===== src/verilog/invader_pkg.sv =====
// Space shooter game engine
// Shared types and constants
package invader_pkg;

  typedef logic [7:0] coord_x_t;
  typedef logic [6:0] coord_y_t;
  typedef logic [2:0] colour_t; // {r, g, b}

  typedef enum logic [3:0] {
    ST_IDLE         = 4'd0,
    ST_START        = 4'd1,
    ST_DRAW_PLAYER  = 4'd2,
    ST_DRAW_ALIEN   = 4'd3,
    ST_CHECK_SHOT   = 4'd4,
    ST_DRAW_SHOT    = 4'd5,
    ST_RESTART_WAIT = 4'd6,
    ST_WAIT_MOVE    = 4'd7,
    ST_CLEAR        = 4'd8,
    ST_UPDATE       = 4'd9
  } game_state_t;

  // Frame buffer geometry
  localparam int unsigned SCREEN_W = 160;
  localparam int unsigned SCREEN_H = 120;

  localparam coord_x_t PLAYER_X0 = 8'd68;
  localparam coord_y_t PLAYER_Y  = 7'd111; // Cannon row, shot starts here too

  // Alien sweep range
  localparam coord_x_t ALIEN_X0    = 8'd50;
  localparam coord_y_t ALIEN_Y0    = 7'd15;
  localparam coord_x_t ALIEN_X_MIN = 8'd50;
  localparam coord_x_t ALIEN_X_MAX = 8'd150;

  localparam colour_t COL_PLAYER = 3'b010; // Green
  localparam colour_t COL_ALIEN  = 3'b100; // Red
  localparam colour_t COL_SHOT   = 3'b111; // White
  localparam colour_t COL_BLANK  = 3'b000; // Black

  // Roughly 60 moves per second at 50 MHz
  localparam logic [23:0] MOVE_DIV_DEFAULT = 24'd833333;

endpackage

===== src/verilog/invader_top.sv =====
// Space shooter game engine top
`timescale 1ns/100ps

module invader_top #(
  parameter logic [23:0] move_div = invader_pkg::MOVE_DIV_DEFAULT
) (
  input  logic                  clk,
  input  logic                  rst,
  input  logic                  start,
  input  logic                  btn_left,
  input  logic                  btn_right,
  input  logic                  btn_fire,
  output logic                  plot,
  output invader_pkg::coord_x_t x,
  output invader_pkg::coord_y_t y,
  output invader_pkg::colour_t  colour,
  output logic                  in_game
);
  import invader_pkg::*;

  logic     draw_player, draw_alien, draw_shot;
  logic     restart_timer, clear_en, update;
  logic     shot_flying, next_move, clear_done;
  logic     load_units;
  coord_x_t player_x, alien_x, shot_x;
  coord_y_t alien_y, shot_y;

  assign load_units = !in_game; // Units sit at their start spots until play begins

  game_fsm u_fsm (
    .clk(clk), .rst(rst), .start(start),
    .shot_flying(shot_flying), .next_move(next_move), .clear_done(clear_done),
    .in_game(in_game), .draw_player(draw_player), .draw_alien(draw_alien),
    .draw_shot(draw_shot), .restart_timer(restart_timer), .clear_en(clear_en),
    .update(update)
  );

  player_unit u_player (
    .clk(clk), .rst(rst), .load(load_units), .update(update),
    .btn_left(btn_left), .btn_right(btn_right), .player_x(player_x)
  );

  alien_unit u_alien (
    .clk(clk), .rst(rst), .load(load_units), .update(update),
    .alien_x(alien_x), .alien_y(alien_y)
  );

  shot_unit u_shot (
    .clk(clk), .rst(rst), .load(load_units), .update(update),
    .btn_fire(btn_fire), .player_x(player_x),
    .shot_flying(shot_flying), .shot_x(shot_x), .shot_y(shot_y)
  );

  move_timer #(.move_div(move_div)) u_timer (
    .clk(clk), .rst(rst), .restart(restart_timer), .run(in_game),
    .next_move(next_move)
  );

  pixel_mux u_pixel (
    .clk(clk), .rst(rst),
    .draw_player(draw_player), .draw_alien(draw_alien),
    .draw_shot(draw_shot), .clear_en(clear_en),
    .player_x(player_x), .alien_x(alien_x), .shot_x(shot_x),
    .alien_y(alien_y), .shot_y(shot_y),
    .plot(plot), .x(x), .y(y), .colour(colour), .clear_done(clear_done)
  );

endmodule


===== src/verilog/pixel_mux.sv =====
// Pixel write stage and clear scanner
`timescale 1ns/100ps

module pixel_mux (
  input  logic                  clk,
  input  logic                  rst,
  input  logic                  draw_player,
  input  logic                  draw_alien,
  input  logic                  draw_shot,
  input  logic                  clear_en,
  input  invader_pkg::coord_x_t player_x,
  input  invader_pkg::coord_x_t alien_x,
  input  invader_pkg::coord_x_t shot_x,
  input  invader_pkg::coord_y_t alien_y,
  input  invader_pkg::coord_y_t shot_y,
  output logic                  plot,
  output invader_pkg::coord_x_t x,
  output invader_pkg::coord_y_t y,
  output invader_pkg::colour_t  colour,
  output logic                  clear_done
);
  import invader_pkg::*;

  localparam coord_x_t CLR_X_LAST = coord_x_t'(SCREEN_W - 1);
  localparam coord_y_t CLR_Y_LAST = coord_y_t'(SCREEN_H - 1);

  coord_x_t clr_x;
  coord_y_t clr_y;
  logic     clr_x_last;
  logic     clr_y_last;

  assign clr_x_last = (clr_x == CLR_X_LAST);
  assign clr_y_last = (clr_y == CLR_Y_LAST);
  assign clear_done = clear_en && clr_x_last && clr_y_last; // Bottom right pixel

  // Raster scan with x fastest, wraps for the next frame
  always_ff @(posedge clk or posedge rst) begin
    if (rst) begin
      clr_x <= '0;
      clr_y <= '0;
    end else if (clear_en) begin
      if (clr_x_last) begin
        clr_x <= '0;
        clr_y <= clr_y_last ? '0 : clr_y + 7'd1;
      end else begin
        clr_x <= clr_x + 8'd1;
      end
    end
  end

  always_ff @(posedge clk or posedge rst) begin
    if (rst) begin
      plot <= 1'b0;
    end else begin
      plot <= draw_player || draw_alien || draw_shot || clear_en;
    end
  end

  // Pixel payload follows the active step
  always_ff @(posedge clk) begin
    if (draw_player) begin
      x      <= player_x;
      y      <= PLAYER_Y;
      colour <= COL_PLAYER;
    end else if (draw_alien) begin
      x      <= alien_x;
      y      <= alien_y;
      colour <= COL_ALIEN;
    end else if (draw_shot) begin
      x      <= shot_x;
      y      <= shot_y;
      colour <= COL_SHOT;
    end else if (clear_en) begin
      x      <= clr_x;
      y      <= clr_y;
      colour <= COL_BLANK;
    end
  end

endmodule


===== src/verilog/move_timer.sv =====
// Game pace timer
`timescale 1ns/100ps

module move_timer #(
  parameter logic [23:0] move_div = invader_pkg::MOVE_DIV_DEFAULT
) (
  input  logic clk,
  input  logic rst,
  input  logic restart,
  input  logic run,
  output logic next_move
);

  logic [23:0] count;
  logic        armed; // Cleared once the tick has gone out

  // Tick lands move_div cycles after the restart cycle
  assign next_move = armed && run && (count == move_div - 24'd1);

  always_ff @(posedge clk or posedge rst) begin
    if (rst) begin
      count <= '0;
      armed <= 1'b0;
    end else if (restart) begin
      count <= '0;
      armed <= 1'b1;
    end else if (next_move) begin
      armed <= 1'b0;
    end else if (run && armed) begin
      count <= count + 24'd1;
    end
  end

endmodule


===== src/verilog/shot_unit.sv =====
// Player shot
`timescale 1ns/100ps

module shot_unit (
  input  logic                 clk,
  input  logic                 rst,
  input  logic                 load,
  input  logic                 update,
  input  logic                 btn_fire,
  input  invader_pkg::coord_x_t player_x,
  output logic                 shot_flying,
  output invader_pkg::coord_x_t shot_x,
  output invader_pkg::coord_y_t shot_y
);
  import invader_pkg::*;

  logic at_top;

  assign at_top = (shot_y == '0);

  always_ff @(posedge clk or posedge rst) begin
    if (rst) begin
      shot_flying <= 1'b0;
      shot_x      <= PLAYER_X0;
      shot_y      <= PLAYER_Y;
    end else if (load) begin
      shot_flying <= 1'b0;
      shot_x      <= PLAYER_X0;
      shot_y      <= PLAYER_Y;
    end else if (update) begin
      if (shot_flying && at_top) begin
        shot_flying <= 1'b0; // Left the screen
      end else if (shot_flying) begin
        shot_y <= shot_y - 7'd1;
      end else if (btn_fire) begin
        // player_x still holds the column before this update's move
        shot_flying <= 1'b1;
        shot_x      <= player_x;
        shot_y      <= PLAYER_Y;
      end
    end
  end

endmodule


===== src/verilog/alien_unit.sv =====
// Alien sweep
`timescale 1ns/100ps

module alien_unit (
  input  logic                 clk,
  input  logic                 rst,
  input  logic                 load,
  input  logic                 update,
  output invader_pkg::coord_x_t alien_x,
  output invader_pkg::coord_y_t alien_y
);
  import invader_pkg::*;

  logic dir_right; // Current sweep direction
  logic at_bound;

  assign at_bound = dir_right ? (alien_x == ALIEN_X_MAX) : (alien_x == ALIEN_X_MIN);

  always_ff @(posedge clk or posedge rst) begin
    if (rst) begin
      alien_x   <= ALIEN_X0;
      alien_y   <= ALIEN_Y0;
      dir_right <= 1'b1;
    end else if (load) begin
      alien_x   <= ALIEN_X0;
      alien_y   <= ALIEN_Y0;
      dir_right <= 1'b1;
    end else if (update) begin
      if (at_bound) begin
        // Turn around and drop a row, x holds this step
        dir_right <= !dir_right;
        alien_y   <= alien_y + 7'd1;
      end else if (dir_right) begin
        alien_x <= alien_x + 8'd1;
      end else begin
        alien_x <= alien_x - 8'd1;
      end
    end
  end

endmodule


===== src/verilog/player_unit.sv =====
// Player cannon
`timescale 1ns/100ps

module player_unit (
  input  logic                 clk,
  input  logic                 rst,
  input  logic                 load,
  input  logic                 update,
  input  logic                 btn_left,
  input  logic                 btn_right,
  output invader_pkg::coord_x_t player_x
);
  import invader_pkg::*;

  localparam coord_x_t X_LAST = coord_x_t'(SCREEN_W - 1);

  logic move_left;
  logic move_right;

  // Both buttons held means stay put
  assign move_left  = btn_left && !btn_right && (player_x != '0);
  assign move_right = btn_right && !btn_left && (player_x < X_LAST);

  always_ff @(posedge clk or posedge rst) begin
    if (rst) begin
      player_x <= PLAYER_X0;
    end else if (load) begin
      player_x <= PLAYER_X0;
    end else if (update) begin
      if (move_left) begin
        player_x <= player_x - 8'd1;
      end else if (move_right) begin
        player_x <= player_x + 8'd1;
      end
    end
  end

endmodule


===== src/verilog/game_fsm.sv =====
// Frame sequencer
`timescale 1ns/100ps

module game_fsm (
  input  logic clk,
  input  logic rst,
  input  logic start,
  input  logic shot_flying,
  input  logic next_move,
  input  logic clear_done,
  output logic in_game,
  output logic draw_player,
  output logic draw_alien,
  output logic draw_shot,
  output logic restart_timer,
  output logic clear_en,
  output logic update
);
  import invader_pkg::*;

  game_state_t state;
  game_state_t state_nxt;

  always_ff @(posedge clk or posedge rst) begin
    if (rst) begin
      state <= ST_IDLE;
    end else begin
      state <= state_nxt;
    end
  end

  // Every sprite is a single pixel, so draw steps never stall
  always_comb begin
    state_nxt = state;
    case (state)
      ST_IDLE: begin
        state_nxt = start ? ST_START : ST_IDLE;
      end
      ST_START:        state_nxt = ST_DRAW_PLAYER;
      ST_DRAW_PLAYER:  state_nxt = ST_DRAW_ALIEN;
      ST_DRAW_ALIEN:   state_nxt = ST_CHECK_SHOT;
      ST_CHECK_SHOT: begin
        state_nxt = shot_flying ? ST_DRAW_SHOT : ST_RESTART_WAIT;
      end
      ST_DRAW_SHOT:    state_nxt = ST_RESTART_WAIT;
      ST_RESTART_WAIT: state_nxt = ST_WAIT_MOVE;
      ST_WAIT_MOVE: begin
        state_nxt = next_move ? ST_CLEAR : ST_WAIT_MOVE; // Hold until pace tick
      end
      ST_CLEAR: begin
        state_nxt = clear_done ? ST_UPDATE : ST_CLEAR;
      end
      ST_UPDATE:       state_nxt = ST_DRAW_PLAYER;
      default:         state_nxt = ST_IDLE;
    endcase
  end

  // Step strobes decoded from the state register
  assign in_game     = (state != ST_IDLE);
  assign draw_player = (state == ST_DRAW_PLAYER);
  assign draw_alien  = (state == ST_DRAW_ALIEN);
  assign draw_shot   = (state == ST_DRAW_SHOT);
  assign clear_en    = (state == ST_CLEAR);
  assign update      = (state == ST_UPDATE);

  // Timer restarts at game start and once per frame
  assign restart_timer = (state == ST_START) || (state == ST_RESTART_WAIT);

endmodule


===== config.mk =====
export PLATFORM = sky130hd
export DESIGN_NAME = invader_top
export DESIGN_NICKNAME = d
export VERILOG_FILES = /design/src/verilog/invader_pkg.sv /design/src/verilog/invader_top.sv /design/src/verilog/pixel_mux.sv /design/src/verilog/move_timer.sv /design/src/verilog/shot_unit.sv /design/src/verilog/alien_unit.sv /design/src/verilog/player_unit.sv /design/src/verilog/game_fsm.sv
export SDC_FILE = /design/constraint.sdc
export NUM_CORES = 1
export LEC_CHECK = 0
export BUFFER_PORTS_ARGS = -buffer_cell sky130_fd_sc_hd__buf_2
export CORE_AREA = 2 2 133 135
export DETAILED_ROUTE_END_ITERATION = 12
export DIE_AREA = 0 0 135 137
export HOLD_SLACK_MARGIN = 0.15
export PLACE_DENSITY_LB_ADDON = 0.15
export REMOVE_ABC_BUFFERS = 1
export SLEW_MARGIN = 30
export SYNTH_ARGS = -nofsm -noshare
export SYNTH_HDL_FRONTEND = slang
export SYNTH_HIERARCHICAL = 1
export SYNTH_SLANG_ARGS = --single-unit

===== constraint.sdc =====
create_clock -name clk -period 4.3 [get_ports clk]
set_clock_uncertainty 0.1 [all_clocks]
set_input_delay 0.645 -clock clk [delete_from_list [all_inputs] [get_ports clk]]
set_output_delay 0.645 -clock clk [all_outputs]
set_load 0.05 [all_outputs]

# Yosys cells after proc, flatten, opt, wreduce, memory -nomap -nowiden

Cells that the tools add are included.

Register bits: 103

$add $sub $neg: 9
$lt $le $gt $ge: 1
Eq/ne operators: 23
Multiplexer cells: 52
Reduce and logical (&&, ||, !) cells: 34

Operators with widths:

| kind                  | count |
|---|---|
| $mux 8                | 18 |
| $mux 7                | 12 |
| $mux 24               | 3 |
| $pmux 4 s9            | 1 |
| $add 24x1->24 const B | 1 |
| $add 8x1->8 const B   | 3 |
| $eq 24x20->1 const B  | 1 |
| $eq 4x3->1 const B    | 4 |
| $eq 8x8->1 const B    | 2 |
| $sub 8x1->8 const B   | 2 |
| $add 7x1->7 const B   | 2 |
| $ne 2x2->1 const B    | 7 |
| $mux 1                | 13 |
| $reduce_and 2->1      | 5 |
| $logic_and 1x1->1     | 9 |
| $mux 3                | 3 |
| $eq 4x2->1 const B    | 2 |
| $eq 4x4->1 const B    | 2 |
| $eq 8x6->1 const B    | 1 |
| $lt 8x8->1 const B    | 1 |
| $reduce_bool 4->1     | 2 |
| $reduce_bool 8->1     | 1 |
| $eq 7x7->1 const B    | 1 |
| $logic_not 7->1       | 1 |
| other kinds (13)      | 22 |

# Logic depth before layout (Yosys ltp)

Gate-level depths: netlist of run 1.

Depth in word-level cells: 7
Gate-level depth with buffers: 9

# Hierarchy

The synthesis of run 1 kept the hierarchy.

Modules (own cells, without submodules):

| module      | times used | cells each | area each (µm²) | sequential area each (µm²) |
|---|---|---|---|---|
| pixel_mux   | 1          | 179        | 1,844.3         | 840.8 |
| move_timer  | 1          | 155        | 1,466.4         | 625.6 |
| alien_unit  | 1          | 108        | 1,061.0         | 410.4 |
| shot_unit   | 1          | 75         | 822.0           | 410.4 |
| player_unit | 1          | 79         | 695.7           | 202.7 |
| game_fsm    | 1          | 39         | 314.1           | 100.1 |
| invader_top | 1          | 1          | 3.8             | 0.0 |

# Worst setup path after synthesis of run 1

OpenSTA, ideal clock, no wires.

Path kind: register to register
Start point: register u_player.player_x[4]
End point: register u_player.player_x[6]
Setup time: 0.083 ns
Arrival time: 2.935 ns
Required time: 4.117 ns
Path slack: 1.182 ns
Stages on the path, launching flop included: 10
Period minus slack after synthesis: 3.118 ns
Cell sequence: dfrtp_1 > or4_4 > o41ai_4 > inv_1 > fa_1 > a21oi_1 > o21ai_0 > o21a_1 > o311a_1 > a221o_1

Word-level cells in the longest chain between the ends: 5
Elaborated cells between the ends (all ways): 12
Classes of those cells: add/sub: 2; order compare: 1; eq/ne: 1; mux: 4; reduce/logical: 4

RTL lines:

| item                                                    | RTL line                             | text |
|---|---|---|
| start, declared                                         | player_unit.sv:11                    | `output invader_pkg::coord_x_t player_x` |
| start signal, assigned                                  | player_unit.sv:31                    | `player_x <= player_x - 8'd1;` |
| start signal, assigned                                  | player_unit.sv:33                    | `player_x <= player_x + 8'd1;` |
| $add 8x1->8 / $reduce_bool 8->1 (equally long branches) | player_unit.sv:33, player_unit.sv:21 |  |
| $mux 8 / $logic_and 1x1->1 (equally long branches)      | player_unit.sv:32, player_unit.sv:21 |  |
| $mux 8                                                  | player_unit.sv:30                    | `if (move_left) begin` |
| $mux 8                                                  | player_unit.sv:29                    | `end else if (update) begin` |
| $mux 8                                                  | player_unit.sv:27                    | `end else if (load) begin` |

Several ways; a longest one is shown, not always the timed one. The select of a mux whose other input is x is not followed.
A chain may end at the register's enable or synchronous reset.

# Worst setup path in the final report of run 1

Same ends and word-level chain as after synthesis.

==> metrics.cfg, run 1 <==
[sta]
timing.final.crit_period_ns = 3.36
maxClockFrequency_mhz = 298
unrepaired_setup_endpoints_after_global_routing = no
headroom_to_the_max_slew_limit = 0.443
worstMarginPinSlew_ns = 0.831
setup_total_negative_slack_ns = 0
fin_crit_sh = 0.781
timing.final.max_slew_violations = 0
setup-violations-final = 0
final-hold-violation-count = 0

[die]
std_cell_rows = 48
floorplan.initialDensity = 0.364
die_width_um = 135
num_io_pins = 26
die_boundary_height_um = 137
floorplan.core_area_um2 = 17100
overall_die_area_um2 = 18500

[clock_network]
cts_max_level = 3
clock-root-buffer = sky130_fd_sc_hd__clkbuf_16
clock_path_buffers = 2
clk_transition_reported_paths_ns = 0.08
cts_tree = done
tritoncts.num_buffers = 9
clk-insertion-delay-late_ns = 0.35
numClockSinks = 103
cts.repair.resized = 0

[critical_path]
slowest_delay_ns = 0.57
critPathSlowestCell = sky130_fd_sc_hd__or4_4
worstPathRequired_ns = 4.48
crit_path_cell_trace = or4_4, o41ai_4, inv_1, fa_1, a21oi_1, o21ai_0, o21a_1, o311a_1, a221o_1
r2r_setup_slack_ns = 0.94
timing.critical_path.from_type = flop
worst-endpoint-arrival_ns = 3.54
worst_setup_path_end_kind = flop
crit_fanout = 7
timing.setup.critical_path_class = reg2reg

[global_routing]
wire_length_of_the_first_global_routing_pass_mm = 24.9
gr-total-overflow = 0
number_of_global_route_vias_before_repair = 4802
pin_count_of_the_biggest_net_entering_global_routing = 32
antenna_violations_before_repair = 0
grtUsageTotal = 0.169

[detailed_routing]
drt-pass1-iter-count = 5
dr.first_iter.drc_count = 292
dr_total_vias = 4888
antenna_left = 0
routedWlPerCell_um = 16.6
totalWireLength_mm = 14.6
post_drt_via_cell_ratio = 5.55
drc = 0

[power]
total_power_mw = 1.79
cell_internal_pwr_mw = 1.38
power.leakage_nw = 2.74
total_power_per_unit_cell_area_nw_per_um2 = 264
power.share.combinational = 0.022
switching_component_of_the_power_uw = 409
power_switching_share = 0.228
power_frac_clock = 0.432
power.ir.vdd_worst_v = 0.000158
power_frac_seq = 0.546

[yosys]
syn_inst = 636
synth.lib_cells_used.distinct = 88
synth.area.top_cells = sky130_fd_sc_hd__dfrtp_1 (27%), sky130_fd_sc_hd__dfstp_2 (7.6%), sky130_fd_sc_hd__a21oi_1 (4.1%), sky130_fd_sc_hd__edfxtp_1 (3.9%), sky130_fd_sc_hd__ha_1 (3.8%)
synth-seq-area-share = 0.417
synth_top_area_share = 0.270
asyncSetResetFlopFracSynth = 0.825
synth_edf_count = 8
post_synthesis_instance_area_um2 = 6210
syn-mean-instance-area_um2 = 9.76
yosys_warnings = 6
synth_seq_cells = 103
most_instantiated_flip_flop_cell_in_the_synthesis_netlist = sky130_fd_sc_hd__dfrtp_1
yosys.area.top_type = sky130_fd_sc_hd__dfrtp_1

[finish]
drive_above_1_share = 0.177
final_net_count = 678
multi_input_comb_area_um2 = 3310
layout_stage_area_growth_over_the_synthesis_result_pct = 9.09
antenna-diode-count = 0
seqCellArea_um2 = 2590
final.fill_count = 1701

[run_status]
run_status = completed

[place]
place_hpwl_mm = 10.4
io_buffers = 25
gpl.final_weighted_congestion = 0.886

[worst_hold_path]
holdCritPathClass = reg2reg

[run]
timing.max_cap.violations = 0

[path summary, 6_finish.rpt]
path,cells after the start,start,endpoint
worst max-delay path,9,u_player/player_x[4],u_player/player_x[6]
max in group asynchronous,3,rst,u_alien/alien_y[5]
min in group asynchronous,3,rst,u_fsm/state[2]
worst max register to register,9,u_player/player_x[4],u_player/player_x[6]
worst min-delay path,2,u_pixel/y[6],u_pixel/y[6]
worst min register to register,2,u_pixel/y[6],u_pixel/y[6]
[layer usage]
metal / wire length, µm / GRT usage / vias to the layer above
li1: - / - / 2371
met1: 6930 / 0.227 / 2431
met2: 7140 / 0.279 / 78
met3: 463 / 0.0359 / 8
met4: 112 / 0.0399 / 0
met5: 0 / 0 / -
[layout by cell type, fill, tap and decap left out, types with 10 or more instances in the layout]
cell type,n
sky130_fd_sc_hd__dfrtp_1,67
sky130_fd_sc_hd__a21oi_1,50
sky130_fd_sc_hd__nand2_1,44
sky130_fd_sc_hd__o21ai_0,43
sky130_fd_sc_hd__nor2_1,37
sky130_fd_sc_hd__inv_1,33
sky130_fd_sc_hd__buf_2,25
sky130_fd_sc_hd__nand3_1,24
sky130_fd_sc_hd__mux2_2,20
sky130_fd_sc_hd__ha_1,19
sky130_fd_sc_hd__xnor2_1,18
sky130_fd_sc_hd__mux2i_1,18
sky130_fd_sc_hd__dfstp_2,18
sky130_fd_sc_hd__nor3_1,16
sky130_fd_sc_hd__nand2b_1,11
sky130_fd_sc_hd__o31ai_1,11
sky130_fd_sc_hd__nand4_1,10
sky130_fd_sc_hd__dfxtp_1,10
[cell usage after synthesis, drive strengths merged (11+ instances only)]
cell type and n:
dfrtp 67, a21oi 51, o21ai 45, nand2 44, nor2 37, inv 35, nand3 24, mux2 22
ha 19, dfstp 18, mux2i 18, nor3 18, xnor2 18, buf 17, nand4 12, nand2b 11
o31ai 11, or3 11, or4 11
[worst max-delay path, delay by kind of cell, from the launching register on]
kind                       cells  cell delay [ns]
AOI/OAI and AO/OA              6             1.51
and+or+nand+nor                1             0.57
adders and majority gates      1             0.44
buffers and inverters          1             0.23
DFF                            1             0.44
[power groups by stage]
stage          clock [mW]  sequential [mW]  combinational (mW)
2_1_floorplan           0            0.995              0.0263
3_3_place_gp            0            0.995              0.0387
3_5_place_dp            0            0.995              0.0393
4_1_cts             0.807            0.976              0.0404
5_1_grt             0.845            0.976              0.0449
6_report            0.774            0.977              0.0388
[repair_timing]
| item | in CTS | in global routing |
|---|---|---|
| setup endpoints to repair | 0 | 0 |
| setup buffers | 0 | 0 |
| hold buffers | 1 | 0 |
| endpoints found under the hold margin | 4 | 0 |
[kinds of logic (layout without fill, tap and decap cells)]
kind of cell             after synthesis  after routing  share of synthesized area
AND/OR/NAND/NOR                      224            224                      0.215
AO/OA/AOI/OAI                        159            159                      0.166
flip-flops                           103            103                      0.417
buffers and inverters                 64             84                     0.0520
multiplexers                          40             40                     0.0689
XOR/XNOR                              25             25                     0.0353
adder cells (fa/ha/maj)               21             21                     0.0447
[flip-flops by register name, summed over array words and instances, names as in the netlist]
signal              cells
u_pixel/plot            1
u_timer/armed           1
u_alien/alien_y         7
u_pixel/y               7
u_pixel/clr_y           7
u_shot/shot_y           7
u_pixel/colour          3
u_alien/dir_right       1
u_timer/count          24
u_player/player_x       8
u_shot/shot_flying      1
u_fsm/state             4
u_shot/shot_x           8
u_pixel/clr_x           8
u_pixel/x               8
u_alien/alien_x         8
[through the flow]
stage	util	instances	worst slack [ns]	area [µm²]	hold WS (ns)
global placement	0.381	864	0.999	6490	0.347
detailed placement	0.381	864	0.967	6490	0.353
global route	0.397	881	0.728	6770	0.400
finish	0.397	881	0.942	6770	0.368
CTS	0.397	881	0.946	6770	0.370
floorplan	-	607	0.674	6020	0.311
[layout make-up]
cell class / instances / area share
clock buffer: 9 / 0.0333
clock inverter: 7 / 0.00684
inverter: 35 / 0.0194
multi-input combinational: 469 / 0.489
sequential: 103 / 0.382
tap: 225 / 0.0416
timing repair buffer: 33 / 0.0277
Power figures use the tool's default switching activity.
==> run 2, diff against run 1 <==
==> constraint.sdc (replaced) <==
create_clock -name clk -period 3.11 [get_ports clk]
set_clock_uncertainty 0.1 [all_clocks]
set_input_delay 0.4665 -clock clk [delete_from_list [all_inputs] [get_ports clk]]
set_output_delay 0.4665 -clock clk [all_outputs]
set_load 0.05 [all_outputs]
==> metrics.cfg, run 2 (synthesis results as in run 1) <==
[global_routing]
wire_length_of_the_first_global_routing_pass_mm = 25.5  ; was 24.9 mm
number_of_global_route_vias_before_repair = 4871  ; was 4802
grtUsageTotal = 0.174  ; was 0.169
pin_count_of_the_biggest_net_entering_global_routing = 30  ; was 32
gr-total-overflow = 0  ; unchanged
antenna_violations_before_repair = 0  ; unchanged

[clock_network]
clock-root-buffer = sky130_fd_sc_hd__clkbuf_16  ; unchanged
cts_max_level = 3  ; unchanged
clock_path_buffers = 2  ; unchanged
clk_transition_reported_paths_ns = 0.07  ; was 0.08 ns
cts_tree = done  ; unchanged
cts_post_setup_buffers_inserted = 0  ; unchanged
tritoncts.num_buffers = 9  ; unchanged
numClockSinks = 103  ; unchanged
clk-insertion-delay-late_ns = 0.35  ; about the same

[detailed_routing]
dr.first_iter.drc_count = 229  ; was 292
dr_total_vias = 4971  ; was 4888
totalWireLength_mm = 15.2  ; was 14.6 mm
drt-pass1-iter-count = 4  ; was 5
drc = 0  ; unchanged
antenna_left = 0  ; unchanged
routedWlPerCell_um = 16.9  ; was 16.6 µm
post_drt_via_cell_ratio = 5.54  ; was 5.55

[power]
power.leakage_nw = 2.84  ; was 2.74 nW
power.ir.vdd_worst_v = 0.000248  ; was 0.000158 V
total_power_per_unit_cell_area_nw_per_um2 = 367  ; was 264 nW/µm²
total_power_mw = 2.55  ; was 1.79 mW

[die]
die_width_um = 135  ; unchanged
floorplan.core_area_um2 = 17100  ; unchanged
num_io_pins = 26  ; unchanged
die_boundary_height_um = 137  ; unchanged
overall_die_area_um2 = 18500  ; unchanged
floorplan.initialDensity = 0.364  ; unchanged
std_cell_rows = 48  ; unchanged

[critical_path]
timing.setup.critical_path_class = reg2reg  ; unchanged
worst-endpoint-arrival_ns = 3.18  ; was 3.54 ns
worstPathRequired_ns = 3.29  ; was 4.48 ns
path_delay_family = compound AO/OA/AOI/OAI gates  ; unchanged
r2r_setup_slack_ns = 0.11  ; was 0.94 ns
cp_num_buf_inv = 2  ; was 1
worst_r2r_path_depth = 10  ; was 9
crit_fanout = 4  ; was 7
slowest_delay_ns = 0.55  ; was 0.57 ns
timing.critical_path.from_type = flop  ; unchanged
worst_setup_path_end_kind = flop  ; unchanged
crit_path_cell_trace = or4_4, o41ai_4, inv_2, buf_4, ha_1, nand2_2, o21ai_0, o21a_1, o311a_1, a221o_1  ; was or4_4, o41ai_4, inv_1, fa_1, a21oi_1, o21ai_0, o21a_1, o311a_1, a221o_1
worst_r2r_endpoint = u_player/player_x[6]  ; unchanged
worst_r2r_startpoint = u_player/player_x[4]  ; unchanged
critPathSlowestCell = sky130_fd_sc_hd__or4_4  ; unchanged

[place]
io_buffers = 25  ; unchanged
gpl.final_weighted_congestion = 0.797  ; was 0.886
place_hpwl_mm = 10.9  ; was 10.4 mm
place_worst_setup_slack_ns = 0.0180  ; was 0.967 ns

[sta]
timing.final.crit_period_ns = 3.00  ; was 3.36 ns
maxClockFrequency_mhz = 334  ; was 298 MHz
headroom_to_the_max_slew_limit = 0.402  ; was 0.443
timing.final.max_slew_violations = 0  ; unchanged
setup-violations-final = 0  ; unchanged
worstMarginPinSlew_ns = 0.894  ; was 0.831 ns
layout_setup_ws_ns = 0.112  ; was 0.942 ns
fin_crit_sh = 0.964  ; was 0.781
final-hold-violation-count = 0  ; unchanged

[run]
timing.max_cap.violations = 0  ; unchanged

[finish]
layout_commonest_cell = sky130_fd_sc_hd__dfrtp_1  ; unchanged
antenna-diode-count = 0  ; unchanged
drive_above_1_share = 0.205  ; was 0.177
largest_register_ffs = 24  ; unchanged
layout_stage_area_growth_over_the_synthesis_result_pct = 11.9  ; was 9.09%
regMostFlops = u_timer/count  ; unchanged
mostFrequentLayoutCells = sky130_fd_sc_hd__dfrtp_1 (67), sky130_fd_sc_hd__a21oi_1 (48), sky130_fd_sc_hd__nand2_1 (43)  ; was sky130_fd_sc_hd__dfrtp_1 (67), sky130_fd_sc_hd__a21oi_1 (50), sky130_fd_sc_hd__nand2_1 (44)
final_net_count = 694  ; was 678

[worst_hold_path]
holdCritPathClass = reg2reg  ; unchanged
min_to = u_pixel/y[5]  ; was u_pixel/y[6]
hold_start = u_pixel/y[5]  ; was u_pixel/y[6]
hold_path_depth = 2  ; unchanged

[run_status]
run_status = completed  ; unchanged

-- run 2: cell types whose count changed in the layout (fill, tap and decap cells not counted), sizes merged --
cell      before  now
clkinvlp       1    0
clkinv         4    1
clkbuf         9   11
inv           37   39
buf           32   48
-- run 2: worst max path at each step --
| stage | endpoint | from | cells after the start |
|---|---|---|---|
| 2_1_floorplan | u_pixel/x[0] | u_fsm/state[0] | 4 |
| 3_3_place_gp | u_player/player_x[6] | u_player/player_x[4] | 10 |
| 3_5_place_dp | u_player/player_x[7] | u_player/player_x[4] | 10 |
| 4_1_cts | u_player/player_x[7] | u_player/player_x[4] | 10 |
| 5_1_grt | u_player/player_x[6] | u_player/player_x[4] | 10 |
| 6_report | u_player/player_x[6] | u_player/player_x[4] | 10 |
-- run 2: area by class of cell --
class / instances / area, µm²
fillers: 1738 / 10100
multi-input cells: 469 / 3340
flip-flops and latches: 103 / 2590
repair buffers: 49 / 308
well taps: 225 / 282
clock buffers: 11 / 253
inverters: 35 / 131
clock inverters: 5 / 46.3
-- run 2: repair_timing --
action	CTS	global route
pin swaps	0	1
hold buffers	1	0
gates resized for setup	0	7
endpoints found under the hold margin	10	0
endpoints found under the setup margin	1	2
-- run 2: through the flow --
stage / instance area [µm²] / instances / hold WS (ns) / utilization / TNS [ns]
floorplan: 6020 / 607 / 0.133 / - / -6.32
global placement: 6610 / 880 / 0.331 / 0.388 / 0
detailed placement: 6610 / 880 / 0.350 / 0.388 / 0
CTS: 6920 / 897 / 0.368 / 0.406 / -0.00541
global route: 6950 / 897 / 0.391 / 0.407 / -0.00593
finish: 6950 / 897 / 0.362 / 0.407 / 0
-- run 2: tightest hold or removal path: stages (launching register included) --
cell,delay (ns)
sky130_fd_sc_hd__dfxtp_1,0.32
sky130_fd_sc_hd__a21oi_1,0.05
sky130_fd_sc_hd__o21ai_0,0.06
-- run 2: layer usage --
layer / global-route usage / part of all wire
met5: 0 / 0
met4: 0.0498 / 0.0080
met3: 0.0274 / 0.029
met2: 0.285 / 0.47
met1: 0.240 / 0.49
-- run 2: power by group --
| part | switching, mW | total [mW] | internal (mW) |
|---|---|---|---|
| registers | 0 | 1.35 | 1.35 |
| logic | 0.0428 | 0.0588 | 0.0160 |
| clock network | 0.540 | 1.14 | 0.604 |
==> run 3, diff against run 2 <==
--- a/config.mk
+++ b/config.mk
@@ -5,10 +5,11 @@
 export SDC_FILE = /design/constraint.sdc
 export NUM_CORES = 1
 export LEC_CHECK = 0
+export ABC_AREA = 1
 export BUFFER_PORTS_ARGS = -buffer_cell sky130_fd_sc_hd__buf_2
-export CORE_AREA = 2 2 133 135
+export CORE_AREA = 2 2 161 124
 export DETAILED_ROUTE_END_ITERATION = 12
-export DIE_AREA = 0 0 135 137
+export DIE_AREA = 0 0 163 126
 export HOLD_SLACK_MARGIN = 0.15
 export PLACE_DENSITY_LB_ADDON = 0.15
 export REMOVE_ABC_BUFFERS = 1
==> metrics.cfg, run 3 <==
[clock_network]
clk-insertion-delay-late_ns = 0.36  ; was 0.35 ns
clock_path_buffers = 2  ; unchanged
clock-root-buffer = sky130_fd_sc_hd__clkbuf_16  ; unchanged
cts_max_level = 3  ; unchanged
cts_post_setup_buffers_inserted = 0  ; unchanged
tritoncts.num_buffers = 9  ; unchanged
clk_transition_reported_paths_ns = 0.08  ; was 0.07 ns
numClockSinks = 103  ; unchanged
cts_tree = done  ; unchanged

[critical_path]
critPathSlowestCell = sky130_fd_sc_hd__dfrtp_1  ; was sky130_fd_sc_hd__or4_4
cp_num_buf_inv = 1  ; was 2
crit_fanout = 7  ; was 4
worst_r2r_startpoint = u_player/player_x[5]  ; was u_player/player_x[4]
worstPathRequired_ns = 3.26  ; was 3.29 ns
worst-endpoint-arrival_ns = 2.71  ; was 3.18 ns
timing.critical_path.from_type = flop  ; unchanged
crit_path_cell_trace = nor2_1, nand2_1, o21ai_4, inv_1, ha_1, or2_1, nand2_1, nor2_1, nor2_1, nand3_1, a21oi_1, nor2_1  ; was or4_4, o41ai_4, inv_2, buf_4, ha_1, nand2_2, o21ai_0, o21a_1, o311a_1, a221o_1
slowest_delay_ns = 0.48  ; was 0.55 ns
startpoint = u_player/player_x[5]  ; was u_player/player_x[4]
timing.setup.critical_path_class = reg2reg  ; unchanged
path_delay_family = simple AND/OR/NAND/NOR gates  ; was compound AO/OA/AOI/OAI gates
r2r_setup_slack_ns = 0.55  ; was 0.11 ns
path_common_cell = sky130_fd_sc_hd__nor2_1
worst_setup_path_end_kind = flop  ; unchanged

[finish]
final.fill_count = 2008  ; was 1738
drive_above_1_share = 0.156  ; was 0.205
layout_stage_area_growth_over_the_synthesis_result_pct = 10.5  ; was 11.9%
finish.instance_area_um2 = 7630  ; was 6950 µm²
final_net_count = 1016  ; was 694
largest_register_ffs = 24  ; unchanged
regMostFlops = u_timer/count  ; unchanged
mostFrequentLayoutCells = sky130_fd_sc_hd__nand2_1 (294), sky130_fd_sc_hd__inv_1 (111), sky130_fd_sc_hd__nor2_1 (109)  ; was sky130_fd_sc_hd__dfrtp_1 (67), sky130_fd_sc_hd__a21oi_1 (48), sky130_fd_sc_hd__nand2_1 (43)
layout_commonest_cell = sky130_fd_sc_hd__nand2_1  ; was sky130_fd_sc_hd__dfrtp_1
antenna-diode-count = 0  ; unchanged
postLayoutCoreUtil = 0.402  ; was 0.407

[yosys]
synth_edf_count = 8  ; unchanged
synth_seq_cells = 103  ; unchanged
synth.top_cells.by_count = sky130_fd_sc_hd__nand2_1 (294), sky130_fd_sc_hd__inv_1 (111), sky130_fd_sc_hd__nor2_1 (109)  ; was sky130_fd_sc_hd__dfrtp_1 (67), sky130_fd_sc_hd__a21oi_1 (51), sky130_fd_sc_hd__nand2_1 (44)
most_instantiated_flip_flop_cell_in_the_synthesis_netlist = sky130_fd_sc_hd__dfrtp_1  ; unchanged
synth.area.top_cells = sky130_fd_sc_hd__dfrtp_1 (24%), sky130_fd_sc_hd__nand2_1 (16%), sky130_fd_sc_hd__dfstp_2 (6.9%), sky130_fd_sc_hd__nand3_1 (6.4%), sky130_fd_sc_hd__inv_1 (6.0%)  ; was sky130_fd_sc_hd__dfrtp_1 (27%), sky130_fd_sc_hd__dfstp_2 (7.6%), sky130_fd_sc_hd__a21oi_1 (4.1%), sky130_fd_sc_hd__edfxtp_1 (3.9%), sky130_fd_sc_hd__ha_1 (3.8%)
synth-seq-area-share = 0.375  ; was 0.417
yosys.area.top_type = sky130_fd_sc_hd__dfrtp_1  ; unchanged
syn-mean-instance-area_um2 = 7.21  ; was 9.76 µm²
syn_inst = 958  ; was 636
synth.lib_cells_used.distinct = 46  ; was 88
post_synthesis_instance_area_um2 = 6900  ; was 6210 µm²
synth_top_area_share = 0.243  ; was 0.270
yosys_warnings = 6  ; unchanged
asyncSetResetFlopFracSynth = 0.825  ; unchanged
synthMostInstantiatedCell = sky130_fd_sc_hd__nand2_1  ; was sky130_fd_sc_hd__dfrtp_1

[worst_hold_path]
hold_start = u_pixel/colour[1]  ; was u_pixel/y[5]
holdCritPathClass = reg2reg  ; unchanged

[global_routing]
gr-usage-met2 = 0.251  ; was 0.285
grtUsageTotal = 0.184  ; was 0.174
antenna_violations_before_repair = 0  ; unchanged
gr-total-overflow = 0  ; unchanged
pin_count_of_the_biggest_net_entering_global_routing = 26  ; was 30
number_of_global_route_vias_before_repair = 5636  ; was 4871
top_usage_layer = met1  ; was met2
grtUsageMet3 = 0.0326  ; was 0.0274
grt_util_met1 = 0.298  ; was 0.240
wire_length_of_the_first_global_routing_pass_mm = 29.7  ; was 25.5 mm

[sta]
maxClockFrequency_mhz = 390  ; was 334 MHz
worstMarginPinSlew_ns = 0.729  ; was 0.894 ns
headroom_to_the_max_slew_limit = 0.514  ; was 0.402
timing.final.max_slew_violations = 0  ; unchanged
timing.final.crit_period_ns = 2.56  ; was 3.00 ns
unrepaired_setup_endpoints_after_global_routing = no
layout_setup_ws_ns = 0.546  ; was 0.112 ns
final-hold-violation-count = 0  ; unchanged
setup_total_negative_slack_ns = 0  ; unchanged
fin_crit_sh = 0.824  ; was 0.964
setup-violations-final = 0  ; unchanged

[place]
gpl.final_weighted_congestion = 0.843  ; was 0.797
place_hpwl_mm = 13.5  ; was 10.9 mm
io_buffers = 25  ; unchanged
place_worst_setup_slack_ns = 0.591  ; was 0.0180 ns
dpl_cell_area_um2 = 7300  ; was 6610 µm²

[die]
std_cell_rows = 44  ; was 48
floorplan.initialDensity = 0.364  ; about the same
floorplan.core_area_um2 = 19000  ; was 17100 µm²
die_boundary_height_um = 126  ; was 137 µm
num_io_pins = 26  ; unchanged
overall_die_area_um2 = 20500  ; was 18500 µm²
die_width_um = 163  ; was 135 µm

[power]
power.ir.vdd_worst_v = 0.000247  ; was 0.000248 V
total_power_per_unit_cell_area_nw_per_um2 = 349  ; was 367 nW/µm²
total_power_mw = 2.66  ; was 2.55 mW
power.leakage_nw = 3.91  ; was 2.84 nW

[detailed_routing]
antenna_left = 0  ; unchanged
dr_total_vias = 5975  ; was 4971
dr.first_iter.drc_count = 592  ; was 229
drc = 0  ; unchanged
totalWireLength_mm = 17.7  ; was 15.2 mm
drt-pass1-iter-count = 5  ; was 4
routedWlPerCell_um = 14.2  ; was 16.9 µm
post_drt_via_cell_ratio = 4.79  ; was 5.54

[run]
timing.max_cap.violations = 0  ; unchanged

[run_status]
run_status = completed  ; unchanged

[run 3: where the power goes]
group | switching (mW) | total (mW) | leakage, nW | internal [mW]
logic | 0.0442 | 0.0579 | 2.54 | 0.0137
clock network | 0.542 | 1.25 | 0.153 | 0.712
registers | 0 | 1.35 | 1.21 | 1.35
total | 0.586 | 2.66 | 3.91 | 2.08
[run 3: per-layer routing]
metal  vias to the layer above  share of wire
li1                       3126              -
met1                      2751           0.56
met2                        88           0.40
met3                        10          0.033
met4                         0         0.0081
met5                         -              0
[run 3: cell families (layout without fill, tap and decap cells)]
group           count (synthesis)  after routing  synth area share
xor+xnor                       17             17            0.0216
fa+ha+maj                      21             21            0.0402
simple gates                  589            589             0.400
flops                         103            103             0.375
compound gates                 78             78            0.0714
buf+inv                       150            186            0.0915
[run 3: what timing repair did]
| action | CTS | global route |
|---|---|---|
| hold buffers | 1 | 0 |
| endpoints found under the hold margin | 10 | 0 |
| resized for setup | 0 | 0 |
[run 3: metrics by stage]
| stage | hold slack (ns) | std cells |
|---|---|---|
| 2_1_floorplan | 0.133 | 943 |
| 3_3_place_gp | 0.352 | 1230 |
| 3_5_place_dp | 0.346 | 1230 |
| 4_1_cts | 0.360 | 1247 |
| 5_1_grt | 0.378 | 1247 |
| 6_report | 0.355 | 1247 |
[run 3: final timing paths]
check	endpoint	depth (start not counted)
worst max-delay path	u_player/player_x[7]	12
worst min-delay path	u_pixel/colour[1]	2
worst max register to register	u_player/player_x[7]	12
worst min register to register	u_pixel/colour[1]	2
max in group asynchronous	u_alien/alien_x[0]	3
min in group asynchronous	u_fsm/state[3]	3
[run 3: layout make-up]
| class | instances | area [µm²] | share of cell area |
|---|---|---|---|
| clock inverters | 6 | 93.8 | 0.0123 |
| flip-flops and latches | 103 | 2590 | 0.340 |
| multi-input cells | 705 | 3680 | 0.483 |
| well taps | 253 | 317 | 0.0415 |
| inverters | 135 | 514 | 0.0674 |
| repair buffers | 35 | 203 | 0.0266 |
| clock buffers | 10 | 229 | 0.0300 |
[run 3: worst reg2reg max path, cell delays in order, from the launching register on]
cell	delay [ns]
sky130_fd_sc_hd__dfrtp_1	0.48
sky130_fd_sc_hd__nor2_1	0.16
sky130_fd_sc_hd__nand2_1	0.11
sky130_fd_sc_hd__o21ai_4	0.20
sky130_fd_sc_hd__inv_1	0.19
sky130_fd_sc_hd__ha_1	0.38
sky130_fd_sc_hd__or2_1	0.24
sky130_fd_sc_hd__nand2_1	0.11
sky130_fd_sc_hd__nor2_1	0.05
sky130_fd_sc_hd__nor2_1	0.13
sky130_fd_sc_hd__nand3_1	0.09
sky130_fd_sc_hd__a21oi_1	0.15
sky130_fd_sc_hd__nor2_1	0.06
